File: config.mk
export PLATFORM = sky130hd
export DESIGN_NAME = sys16_main
export DESIGN_NICKNAME = d
export VERILOG_FILES = /design/src/common/sys16_board_pkg.sv /design/src/common/sys16_bus_pkg.sv /design/src/decode/sys16_region_decode.sv /design/src/decode/sys16_rom_bank.sv /design/src/source/sys16_cabinet_io.sv /design/src/source/sys16_main.sv /design/src/source/sys16_rdata_return.sv
export VERILOG_INCLUDE_DIRS = /design/src /design/src/common
export SDC_FILE = /design/constraint.sdc
export NUM_CORES = 1
export LEC_CHECK = 0
export ABC_CLOCK_PERIOD_IN_PS = 2500
export BUFFER_PORTS_ARGS = -buffer_cell sky130_fd_sc_hd__buf_2
export CAP_MARGIN = 20
export CELL_PAD_IN_SITES_DETAIL_PLACEMENT = 2
export CELL_PAD_IN_SITES_GLOBAL_PLACEMENT = 2
export CORE_MARGIN = 2
export CORE_UTILIZATION = 19
export DETAILED_ROUTE_END_ITERATION = 10
export GPL_TIMING_DRIVEN = 0
export PLACE_DENSITY_LB_ADDON = 0.1
export SYNTH_ARGS = -nofsm -noshare
export SYNTH_HDL_FRONTEND = slang
export SYNTH_SLANG_ARGS = --single-unit
export TNS_END_PERCENT = 30
File: constraint.sdc
create_clock -name clk -period 2.5 [get_ports clk]
set_clock_uncertainty 0.05 [all_clocks]
set_input_delay 0.25 -clock clk [delete_from_list [all_inputs] [get_ports clk]]
set_output_delay 0.25 -clock clk [all_outputs]
set_load 0.01 [all_outputs]
File: src/common/sys16_macros.svh
/*
 * System 16B main board constants
 * Region bit positions, bus widths, I/O offsets and the open-bus value
 */
`ifndef SYS16_MACROS_SVH
`define SYS16_MACROS_SVH

// Bit positions in the region-active vector
`define SYS16_REG_RAM   3
`define SYS16_REG_ORAM  4
`define SYS16_REG_VRAM  5
`define SYS16_REG_PAL   6
`define SYS16_REG_IO    7

`define SYS16_ACTIVE_W  8
`define SYS16_DATA_W    16
`define SYS16_ROM_AW    18
`define SYS16_OPEN_BUS  16'hffff

// Word offsets in the I/O area, taken from address bits 3:1
`define SYS16_IO_SYS    3'd0
`define SYS16_IO_JOY1   3'd1
`define SYS16_IO_JOY2   3'd2
`define SYS16_IO_DIPA   3'd3
`define SYS16_IO_DIPB   3'd4

`endif

File: src/common/sys16_board_pkg.sv
/*
 * System 16B board types
 * Board kind used for ROM banking and tile-bank decode, plus the tile-bank register
 */

package sys16_board_pkg;

    // Main board variants
    typedef enum logic [2:0] {
        board_5521,
        board_5704,
        board_5358_small,
        board_5358_large,
        board_korean,
        board_5797
    } board_kind_t;

    // Two 3-bit tile bank halves
    typedef struct packed {
        logic [2:0] hi;
        logic [2:0] lo;
    } tile_bank_t;

endpackage

File: src/common/sys16_bus_pkg.sv
/*
 * System 16B bus types
 * CPU bus bundle, chip selects and video memory read data
 */
`include "sys16_macros.svh"

package sys16_bus_pkg;

    // 68000-style bus as seen by the address decoder
    typedef struct packed {
        logic [23:1]               addr;
        logic [`SYS16_DATA_W-1:0]  dout;
        logic                      rnw;
        logic                      asn;
        logic                      udsn;
        logic                      ldsn;
    } cpu_bus_t;

    // Registered chip selects
    typedef struct packed {
        logic rom;
        logic ram;
        logic vram;
        logic char_ram;
        logic obj_ram;
        logic pal;
        logic io;
        logic tbank;
    } chip_sel_t;

    // Read data coming back from the video side
    typedef struct packed {
        logic [`SYS16_DATA_W-1:0] char_data;
        logic [`SYS16_DATA_W-1:0] pal_data;
        logic [`SYS16_DATA_W-1:0] obj_data;
    } vid_rdata_t;

endpackage

File: src/decode/sys16_region_decode.sv
/*
 * System 16B region decoder
 * Turns strobes, the region-active vector and board kind into registered chip selects
 */
`timescale 1ns/1ps
`include "sys16_macros.svh"

module sys16_region_decode
    import sys16_bus_pkg::*;
    import sys16_board_pkg::*;
(
    input  logic                        clk,
    input  logic                        rst,
    input  board_kind_t                 board_kind,
    input  cpu_bus_t                    bus,
    input  logic [`SYS16_ACTIVE_W-1:0]  active,
    output chip_sel_t                   cs
);

    logic       is_5797;
    logic       ds_present;
    logic       decoded;
    logic       rom_region;
    logic       tbank_region;
    chip_sel_t  cs_next;

    assign is_5797 = (board_kind == board_5797);

    // Either byte strobe low
    assign ds_present = !bus.udsn || !bus.ldsn;

    // Reads may start on the address strobe alone
    assign decoded = ds_present || (!bus.asn && bus.rnw);

    // ROM lives in region 0 on the 5797, regions 0 to 2 elsewhere
    assign rom_region = is_5797 ? active[0] : |active[2:0];

    // The 5797 shares region 1 with other devices, the tile bank sits at 0x2000
    always_comb begin
        if (is_5797) begin
            tbank_region = active[1] && (bus.addr[13:12] == 2'd2);
        end else begin
            tbank_region = active[2];
        end
    end

    always_comb begin
        cs_next          = '0;
        cs_next.rom      = rom_region && bus.rnw;
        cs_next.char_ram = active[`SYS16_REG_VRAM] && bus.addr[16];
        cs_next.obj_ram  = active[`SYS16_REG_ORAM];
        cs_next.pal      = active[`SYS16_REG_PAL];
        cs_next.io       = active[`SYS16_REG_IO];
        cs_next.tbank    = tbank_region && !bus.rnw;
        // SDRAM requests need the select to toggle between accesses
        cs_next.vram     = ds_present && active[`SYS16_REG_VRAM] && !bus.addr[16];
        cs_next.ram      = ds_present && active[`SYS16_REG_RAM];
    end

    always_ff @(posedge clk, posedge rst) begin
        if (rst) begin
            cs <= '0;
        end else if (decoded) begin
            cs <= cs_next;
        end else begin
            cs <= '0;
        end
    end

endmodule

File: src/decode/sys16_rom_bank.sv
/*
 * System 16B ROM banking
 * Builds the ROM word address from the CPU address and active region per board
 */
`timescale 1ns/1ps
`include "sys16_macros.svh"

module sys16_rom_bank
    import sys16_bus_pkg::*;
    import sys16_board_pkg::*;
(
    input  board_kind_t                 board_kind,
    input  cpu_bus_t                    bus,
    input  logic [`SYS16_ACTIVE_W-1:0]  active,
    output logic [`SYS16_ROM_AW:1]      rom_addr
);

    logic [1:0] bank;

    // One-hot ROM region to bank number
    always_comb begin
        case (active[2:0])
            3'b001:  bank = 2'd0;
            3'b010:  bank = 2'd1;
            3'b100:  bank = 2'd2;
            default: bank = 2'd0;
        endcase
    end

    always_comb begin
        case (board_kind)
            board_5797: begin
                rom_addr = bus.addr[18:1];
            end
            board_5358_large: begin
                rom_addr = {bank, bus.addr[16:1]};
            end
            board_5358_small: begin
                rom_addr = {1'b0, bank, bus.addr[15:1]};
            end
            board_korean: begin
                rom_addr = {1'b0, bus.addr[17:1]};
            end
            default: begin
                // 5521 and 5704, 512kB of program ROM
                rom_addr = {bank[0], bus.addr[17:1]};
            end
        endcase
    end

endmodule

File: src/source/sys16_cabinet_io.sv
/*
 * System 16B cabinet I/O
 * Tile-bank register, input read mux and the flip/video-enable control latch
 */
`timescale 1ns/1ps
`include "sys16_macros.svh"

module sys16_cabinet_io
    import sys16_bus_pkg::*;
    import sys16_board_pkg::*;
(
    input  logic        clk,
    input  logic        rst,
    input  cpu_bus_t    bus,
    input  chip_sel_t   cs,
    input  logic [7:0]  joystick1,
    input  logic [7:0]  joystick2,
    input  logic [7:0]  dipsw_a,
    input  logic [7:0]  dipsw_b,
    input  logic [3:0]  coin,
    input  logic        service,
    output logic [7:0]  cab_dout,
    output tile_bank_t  tile_bank,
    output logic        flip,
    output logic        video_en
);

    logic lds_wr;

    assign lds_wr = !bus.rnw && !bus.ldsn;

    always_ff @(posedge clk, posedge rst) begin
        if (rst) begin
            tile_bank <= '0;
            flip      <= 1'b0;
            video_en  <= 1'b1;
        end else begin
            if (cs.tbank && lds_wr) begin
                if (bus.addr[1]) begin
                    tile_bank.hi <= bus.dout[2:0];
                end else begin
                    tile_bank.lo <= bus.dout[2:0];
                end
            end
            if (cs.io && lds_wr && bus.addr[3:1] == `SYS16_IO_SYS) begin
                video_en <= bus.dout[5];
                flip     <= bus.dout[6];
            end
        end
    end

    // Unused offsets read back as pulled-up lines
    always_comb begin
        case (bus.addr[3:1])
            `SYS16_IO_SYS:  cab_dout = {3'b111, service, coin};
            `SYS16_IO_JOY1: cab_dout = joystick1;
            `SYS16_IO_JOY2: cab_dout = joystick2;
            `SYS16_IO_DIPA: cab_dout = dipsw_a;
            `SYS16_IO_DIPB: cab_dout = dipsw_b;
            default:        cab_dout = 8'hff;
        endcase
    end

endmodule

File: src/source/sys16_main.sv
/*
 * System 16B main board core
 * Region decode, ROM banking, cabinet I/O and CPU read-data return
 */
`timescale 1ns/1ps
`include "sys16_macros.svh"

module sys16_main
    import sys16_bus_pkg::*;
    import sys16_board_pkg::*;
(
    input  logic                        clk,
    input  logic                        rst,
    input  board_kind_t                 board_kind,

    // CPU bus and mapper result
    input  cpu_bus_t                    bus,
    input  logic [`SYS16_ACTIVE_W-1:0]  active,

    // Memories
    input  logic [`SYS16_DATA_W-1:0]    ram_data,
    input  logic [`SYS16_DATA_W-1:0]    rom_data,
    input  logic                        ram_ok,
    input  logic                        rom_ok,
    input  vid_rdata_t                  vid_rdata,

    // Cabinet inputs
    input  logic [7:0]                  joystick1,
    input  logic [7:0]                  joystick2,
    input  logic [7:0]                  dipsw_a,
    input  logic [7:0]                  dipsw_b,
    input  logic [3:0]                  coin,
    input  logic                        service,

    output chip_sel_t                   cs,
    output logic [`SYS16_ROM_AW:1]      rom_addr,
    output logic [`SYS16_DATA_W-1:0]    cpu_din,
    output logic                        bus_busy,
    output logic                        flip,
    output logic                        video_en,
    output tile_bank_t                  tile_bank
);

    logic [7:0] cab_dout;

    sys16_region_decode region_decode_inst (
        .clk        ( clk        ),
        .rst        ( rst        ),
        .board_kind ( board_kind ),
        .bus        ( bus        ),
        .active     ( active     ),
        .cs         ( cs         )
    );

    sys16_rom_bank rom_bank_inst (
        .board_kind ( board_kind ),
        .bus        ( bus        ),
        .active     ( active     ),
        .rom_addr   ( rom_addr   )
    );

    sys16_cabinet_io cabinet_io_inst (
        .clk        ( clk        ),
        .rst        ( rst        ),
        .bus        ( bus        ),
        .cs         ( cs         ),
        .joystick1  ( joystick1  ),
        .joystick2  ( joystick2  ),
        .dipsw_a    ( dipsw_a    ),
        .dipsw_b    ( dipsw_b    ),
        .coin       ( coin       ),
        .service    ( service    ),
        .cab_dout   ( cab_dout   ),
        .tile_bank  ( tile_bank  ),
        .flip       ( flip       ),
        .video_en   ( video_en   )
    );

    sys16_rdata_return rdata_return_inst (
        .clk        ( clk        ),
        .rst        ( rst        ),
        .cs         ( cs         ),
        .ram_data   ( ram_data   ),
        .rom_data   ( rom_data   ),
        .vid_rdata  ( vid_rdata  ),
        .cab_dout   ( cab_dout   ),
        .ram_ok     ( ram_ok     ),
        .rom_ok     ( rom_ok     ),
        .asn        ( bus.asn    ),
        .cpu_din    ( cpu_din    ),
        .bus_busy   ( bus_busy   )
    );

endmodule

File: src/source/sys16_rdata_return.sv
/*
 * System 16B read-data return
 * Registered CPU read mux with open-bus default and the SDRAM wait signal
 */
`timescale 1ns/1ps
`include "sys16_macros.svh"

module sys16_rdata_return
    import sys16_bus_pkg::*;
(
    input  logic                      clk,
    input  logic                      rst,
    input  chip_sel_t                 cs,
    input  logic [`SYS16_DATA_W-1:0]  ram_data,
    input  logic [`SYS16_DATA_W-1:0]  rom_data,
    input  vid_rdata_t                vid_rdata,
    input  logic [7:0]                cab_dout,
    input  logic                      ram_ok,
    input  logic                      rom_ok,
    input  logic                      asn,
    output logic [`SYS16_DATA_W-1:0]  cpu_din,
    output logic                      bus_busy
);

    logic mem_ok;
    logic mem_cs;

    // ROM waits on its own ok, RAM and VRAM share the SDRAM bank ok
    assign mem_ok = cs.rom ? rom_ok : ram_ok;
    assign mem_cs = cs.rom || cs.ram || cs.vram;

    // No wait once the address strobe is gone
    assign bus_busy = !asn && mem_cs && !mem_ok;

    // Sampled every cycle, so the value after ok rises is the one the CPU takes
    always_ff @(posedge clk, posedge rst) begin
        if (rst) begin
            cpu_din <= '0;
        end else if (cs.ram || cs.vram) begin
            cpu_din <= ram_data;
        end else if (cs.rom) begin
            cpu_din <= rom_data;
        end else if (cs.char_ram) begin
            cpu_din <= vid_rdata.char_data;
        end else if (cs.pal) begin
            cpu_din <= vid_rdata.pal_data;
        end else if (cs.obj_ram) begin
            cpu_din <= vid_rdata.obj_data;
        end else if (cs.io) begin
            cpu_din <= {8'hff, cab_dout};
        end else begin
            cpu_din <= `SYS16_OPEN_BUS;
        end
    end

endmodule

Word-level counts from Yosys, hierarchy flattened
Index checks and enable logic that the tools add are counted.

Register bits: 32. Input bits: 175. Output and inout port bits: 51. Logic and storage cells: 67.

Equal/unequal tests: 11. Mux-type cells: 13. Bitwise operators: 1. Reductions and logical operators: 29.

Operators with widths (number): $mux 16 (5); $pmux 18 s4 (1); $pmux 8 s5 (1); $mux 8 (2); $eq 3x2->1 const B (5); $logic_and 1x1->1 (14); $eq 3x3->1 const B (4); $logic_not 1->1 (6); $logic_or 1x1->1 (5); $pmux 2 s2 (1); $reduce_and 2->1 (2); $eq 3x1->1 const B (1); $logic_not 3->1 (1); $mux 1 (3); $reduce_or 3->1 (1); $eq 2x2->1 const B (1); $not 1->1 (1).

Depth between registers and ports, before layout
Depth in word-level cells: 8. Depth in mapped cells: 6.

Hierarchy
Synthesis repeated with hierarchy kept, for this count alone.

Cells, all modules: 291. Area total of the unflattened synthesis: 2635.0 um2.

Modules (own cells, without submodules): sys16_rdata_return (times used 1, cells each 159, area each 1395.1 um2); sys16_cabinet_io (times used 1, cells each 75, area each 691.9 um2); sys16_region_decode (times used 1, cells each 27, area each 331.6 um2); sys16_rom_bank (times used 1, cells each 30, area each 216.5 um2).

Worst setup path before layout
Ideal clock, no wire load.

Path type: register -> output. Start: register, netlist name region_decode_inst.cs[7]. End: output bus_busy. Data arrival time: 1.225 ns. Data required time: 2.200 ns. Path slack: 0.975 ns. Stages on the path, launching flop included: 6. Buffers on the path: 2. Cell sequence: dfrtp_1 -> buf_2 -> inv_1 -> buf_1 -> a2bb2oi_1 -> nor2_1.

Word-level cells in the longest chain between the ends: 4. Elaborated cells on any way between the ends: 6.

RTL lines: $logic_or 1x1->1 (2 in series) (RTL line sys16_rdata_return.sv:30) `assign mem_cs = cs.rom || cs.ram || cs.vram;`; $logic_and 1x1->1 (RTL line sys16_rdata_return.sv:33) `assign bus_busy = !asn && mem_cs && !mem_ok;`; $logic_and 1x1->1 * (RTL line sys16_rdata_return.sv:33); end: declaration (RTL line sys16_main.sv:38) `output logic bus_busy,`.

Mark *: on every way between the ends. The rest lies on a longest branch, timed or not.

Final worst setup path
Start: register, netlist name region_decode_inst.cs[7]. End: output bus_busy.

Word-level cells in the longest chain between the ends: 4. Elaborated cells on any way between the ends: 6.

RTL lines (RTL line): $logic_or 1x1->1 (2 in series) (sys16_rdata_return.sv:30); $logic_and 1x1->1 (sys16_rdata_return.sv:33); $logic_and 1x1->1 * (sys16_rdata_return.sv:33).

Marked as above.

==> summary.md <==
| Metric | Value |
|---|---|
| Via count | `between 2,000 and 3,000` |
| Initial core utilization | `19.6%` |
| CP cell instances | `buf_2, clkbuf_1, nor2_1, a2bb2oi_1, nor2_1, buf_2` |
| CTS root buffer | `clkbuf_16` |
| R2R Setup Slk | `~670 ps` |
| Worst R2R End | `rdata_return_inst.cpu_din[12]$_DFF_PP0_` |
| Core ar. | `~0.012 mm^2` |
| CTS H-tree depth | `2` |
| Worst hold path type | `primary input to asynchronous set/reset pin` |
| Final Instance Area | `0.00376 mm^2` |
| Die area | `about 0.013 mm^2` |
| CTS tree | `yes` |
| Status | `complete, no violations` |
| EDFF count, synth | `0` |
| Reg clk slew, reported paths | `60 ps` |
| CP peak stage delay | `480 ps` |
| Pwr dens | `495 mW/mm^2` |
| Switch Pwr | `between 500 and 600 uW` |
| Sequential fraction of the synthesis area | `33.7%` |
| Gate Count Post-Synth | `approximately 270` |
| Synth Register Bits | `32` |
| Num CTS Buffers | `5` |
| Total GRT Usage | `about 16%` |
| Worst Reg-to-Reg Cells | `5` |
| First-pass DRT Iterations | `4` |
| Crit path max fanout | `10` |
| DRC viols | `0` |
| Starting DRC count in detailed routing | `38` |
| Final Max Slew Viols | `0` |
| Fin nets | `~650` |
| Leak | `0.00186 uW` |
| Crit path max-delay cell type | `clkbuf_1` |
| First-pass GRT wire length | `about 17,000 um` |
| Setup violators final | `0` |
| # placed instances | `635` |
| Vias in the first global route | `around 3,200` |
| Max cap viols | `0` |
| FF-to-FF Start | `region_decode_inst.cs[2]$_DFF_PP0_` |
| CTS sink count | `32` |
| Placer congestion estimate | `about 0.77` |
| Sw frac | `slightly below 30%` |
| DP Area | `0.00361 mm^2` |
| Internal power consumption | `around 1300 uW` |
| Worst EP required | `about 2200 ps` |
| Die Ht | `between 100 and 150 um` |
| Logic pwr share | `32.2%` |
| Worst VDD drop | `approximately 0.00024 V` |
| Async S/R FF share, synth | `between 90% and 100%` |
| Worst Path Buf+Inv | `3` |
| Routed Antenna Nets | `0` |
| Sequential power share | `about a third` |
| Routed len/inst | `between 15 and 20 um` |
| Final number of hold-violating endpoints | `0` |
| Cell Area, Synth | `0.00238 mm^2` |
| DR vias/cell | `around 4.5` |
| Post-DP HPWL | `a little over 9000 um` |
| Die X | `116 um` |
| Yosys cell types | `51` |
| Mapped Nets | `roughly 440` |
| Setup_tns | `0 ps` |
| Fmax achieved | `between 400 and 500 MHz` |
| RSZ-0062 raised after global routing | `no` |
| I/O pins | `between 200 and 250` |
| Post-route total power | `about 1900 uW` |
| Grt ovf | `0` |
| Port Buf Inserts | `198` |
| Antenna violations before repair | `0` |
| CP Launch Type | `register` |
| Clock share of power | `around a third` |
| Max transition margin | `between 40 and 50%` |
| Layout Cells excl Fill | `roughly 640` |
| Min Clock Period, post-route | `2140 ps` |
| Final WL | `11,200 um` |
| Cell family with most CP delay | `buffers and inverters` |
| Cts repair resizes | `0` |
| Crit end category | `output port` |
| Actual slew at the worst max-slew pin | `approximately 900 ps` |
| Ratio of final minimum period to clock period | `between 80% and 90%` |
| Share of cells above drive strength 1 | `54.9%` |
| Critical path arrival | `1840 ps` |
| Ys Warns | `0` |
| Crit path from | `region_decode_inst.cs[7]$_DFF_PP0_` |
| Cell Rows | `40` |
| Largest net degree at the start of global routing | `21` |
| Synth Area per Inst | `slightly below 9 um^2` |
| Critical path class | `register to output port` |
| Max Root-Sink Buffers | `2` |
| Area growth syn-to-layout | `58.2%` |
| Clock latency on the worst-skew pair | `270 ps` |
| Commonest register cell after synthesis | `dfrtp_1` |
-- state kept, by name, indices dropped and copies added, names as in the netlist --
name                       flops
cabinet_io_inst.video_en       1
cabinet_io_inst.tile_bank      6
region_decode_inst.cs          8
cabinet_io_inst.flip           1
rdata_return_inst.cpu_din     16
-- routing by layer --
metal / part of all wire, % / wire [um] / GRT usage [%]
met1: 40 / 4470 / 18.7
met2: 51 / 5690 / 30.4
met3: 8.1 / 905 / 4.71
met4: 1.1 / 124 / 3.25
met5: 0 / 0 / 0
-- worst max-delay path by stage --
stage,endpoint,slack (ps),cells after the start
6_report,bus_busy,360,6
2_1_floorplan,bus_busy,980,5
3_5_place_dp,bus_busy,460,6
3_3_place_gp,bus_busy,460,6
5_1_grt,bus_busy,140,6
4_1_cts,bus_busy,150,6
-- cells in the mapped netlist (2+ instances only) --
cell type / instances / area, um^2
dfrtp_1: 31 / 776
nand3b_1: 5 / 37.5
a31o_2: 7 / 61.3
nor2b_1: 7 / 43.8
a22oi_1: 4 / 30.0
a211oi_1: 2 / 15.0
a31oi_1: 2 / 12.5
nor2_1: 15 / 56.3
a32o_1: 2 / 20.0
nand2_1: 28 / 105
buf_6: 2 / 22.5
clkbuf_1: 5 / 18.8
and3b_1: 2 / 17.5
nor3b_1: 3 / 22.5
nor3b_2: 4 / 50.1
o221a_1: 4 / 45.0
o21ai_0: 18 / 90.1
o32ai_1: 7 / 61.3
a21oi_1: 8 / 40.0
nor4_1: 3 / 18.8
and2b_1: 2 / 15.0
buf_1: 3 / 11.3
o22ai_1: 16 / 100
a221oi_1: 9 / 78.8
inv_1: 7 / 26.3
buf_4: 15 / 113
buf_2: 8 / 40.0
mux2_1: 2 / 22.5
mux2_2: 12 / 135
and3_1: 2 / 12.5
mux2i_1: 2 / 20.0
nor3_1: 3 / 15.0
nand3_1: 9 / 45.0
nand2b_1: 2 / 12.5
-- area by class of cell --
class / count / area (um^2)
Buffer: 33 / 221
Multi-Input combinational cell: 195 / 1320
Timing Repair Buffer: 199 / 1020
Fill cell: 1463 / 8350
Antenna cell: 1 / 2.50
Sequential cell: 32 / 802
Tap cell: 168 / 210
Clock buffer: 8 / 156
Inverter: 7 / 26.3
-- cell usage in the layout (no fill, tap or decap), drive strengths merged, types with 2 or more instances in the layout --
cell / instances
mux2: 14
a31o: 7
and3: 2
buf: 227
a31oi: 2
and3b: 2
nand3b: 5
nor3b: 7
a22oi: 4
clkbuf: 13
a221oi: 9
a32o: 2
o21ai: 19
nor4: 3
nand3: 9
o221a: 5
nand2b: 2
a211oi: 2
nor2: 16
nor2b: 7
mux2i: 2
nor3: 3
a21oi: 8
dfrtp: 31
nand2: 28
and2b: 2
o22ai: 16
o32ai: 7
inv: 7
-- kinds of logic (layout without fill, tap and decap cells) --
group,Yosys count,after routing,share of synthesized area (%)
mux,16,16,7.47
flops,32,32,33.7
other cells,0,1,0
buf+inv,41,247,10.6
simple gates,92,92,22.1
compound gates,87,87,26.2
-- per-stage QoR --
| step | setup WS (ps) | hold WS (ps) | util, % |
|---|---|---|---|
| after floorplan | 975 | 273 | - |
| after global placement | 463 | 411 | 29.5 |
| after detailed placement | 458 | 414 | 29.8 |
| after CTS | 146 | 127 | 31.1 |
| after global routing | 142 | 133 | 31.0 |
| final | 363 | 113 | 31.1 |
-- power by group through the flow --
stage	clock [uW]	sequential (uW)	combinational [uW]
global route	695	633	665
global placement	0	630	596
CTS	673	625	616
finish	641	623	599
detailed placement	0	634	613
floorplan	0	670	263
-- timing repair --
item	CTS	global route
buffers inserted	0	0
hold buffers	0	0
endpoints found under the hold margin	0	0
setup endpoints to repair	0	1
Power figures use the tool's default switching activity.
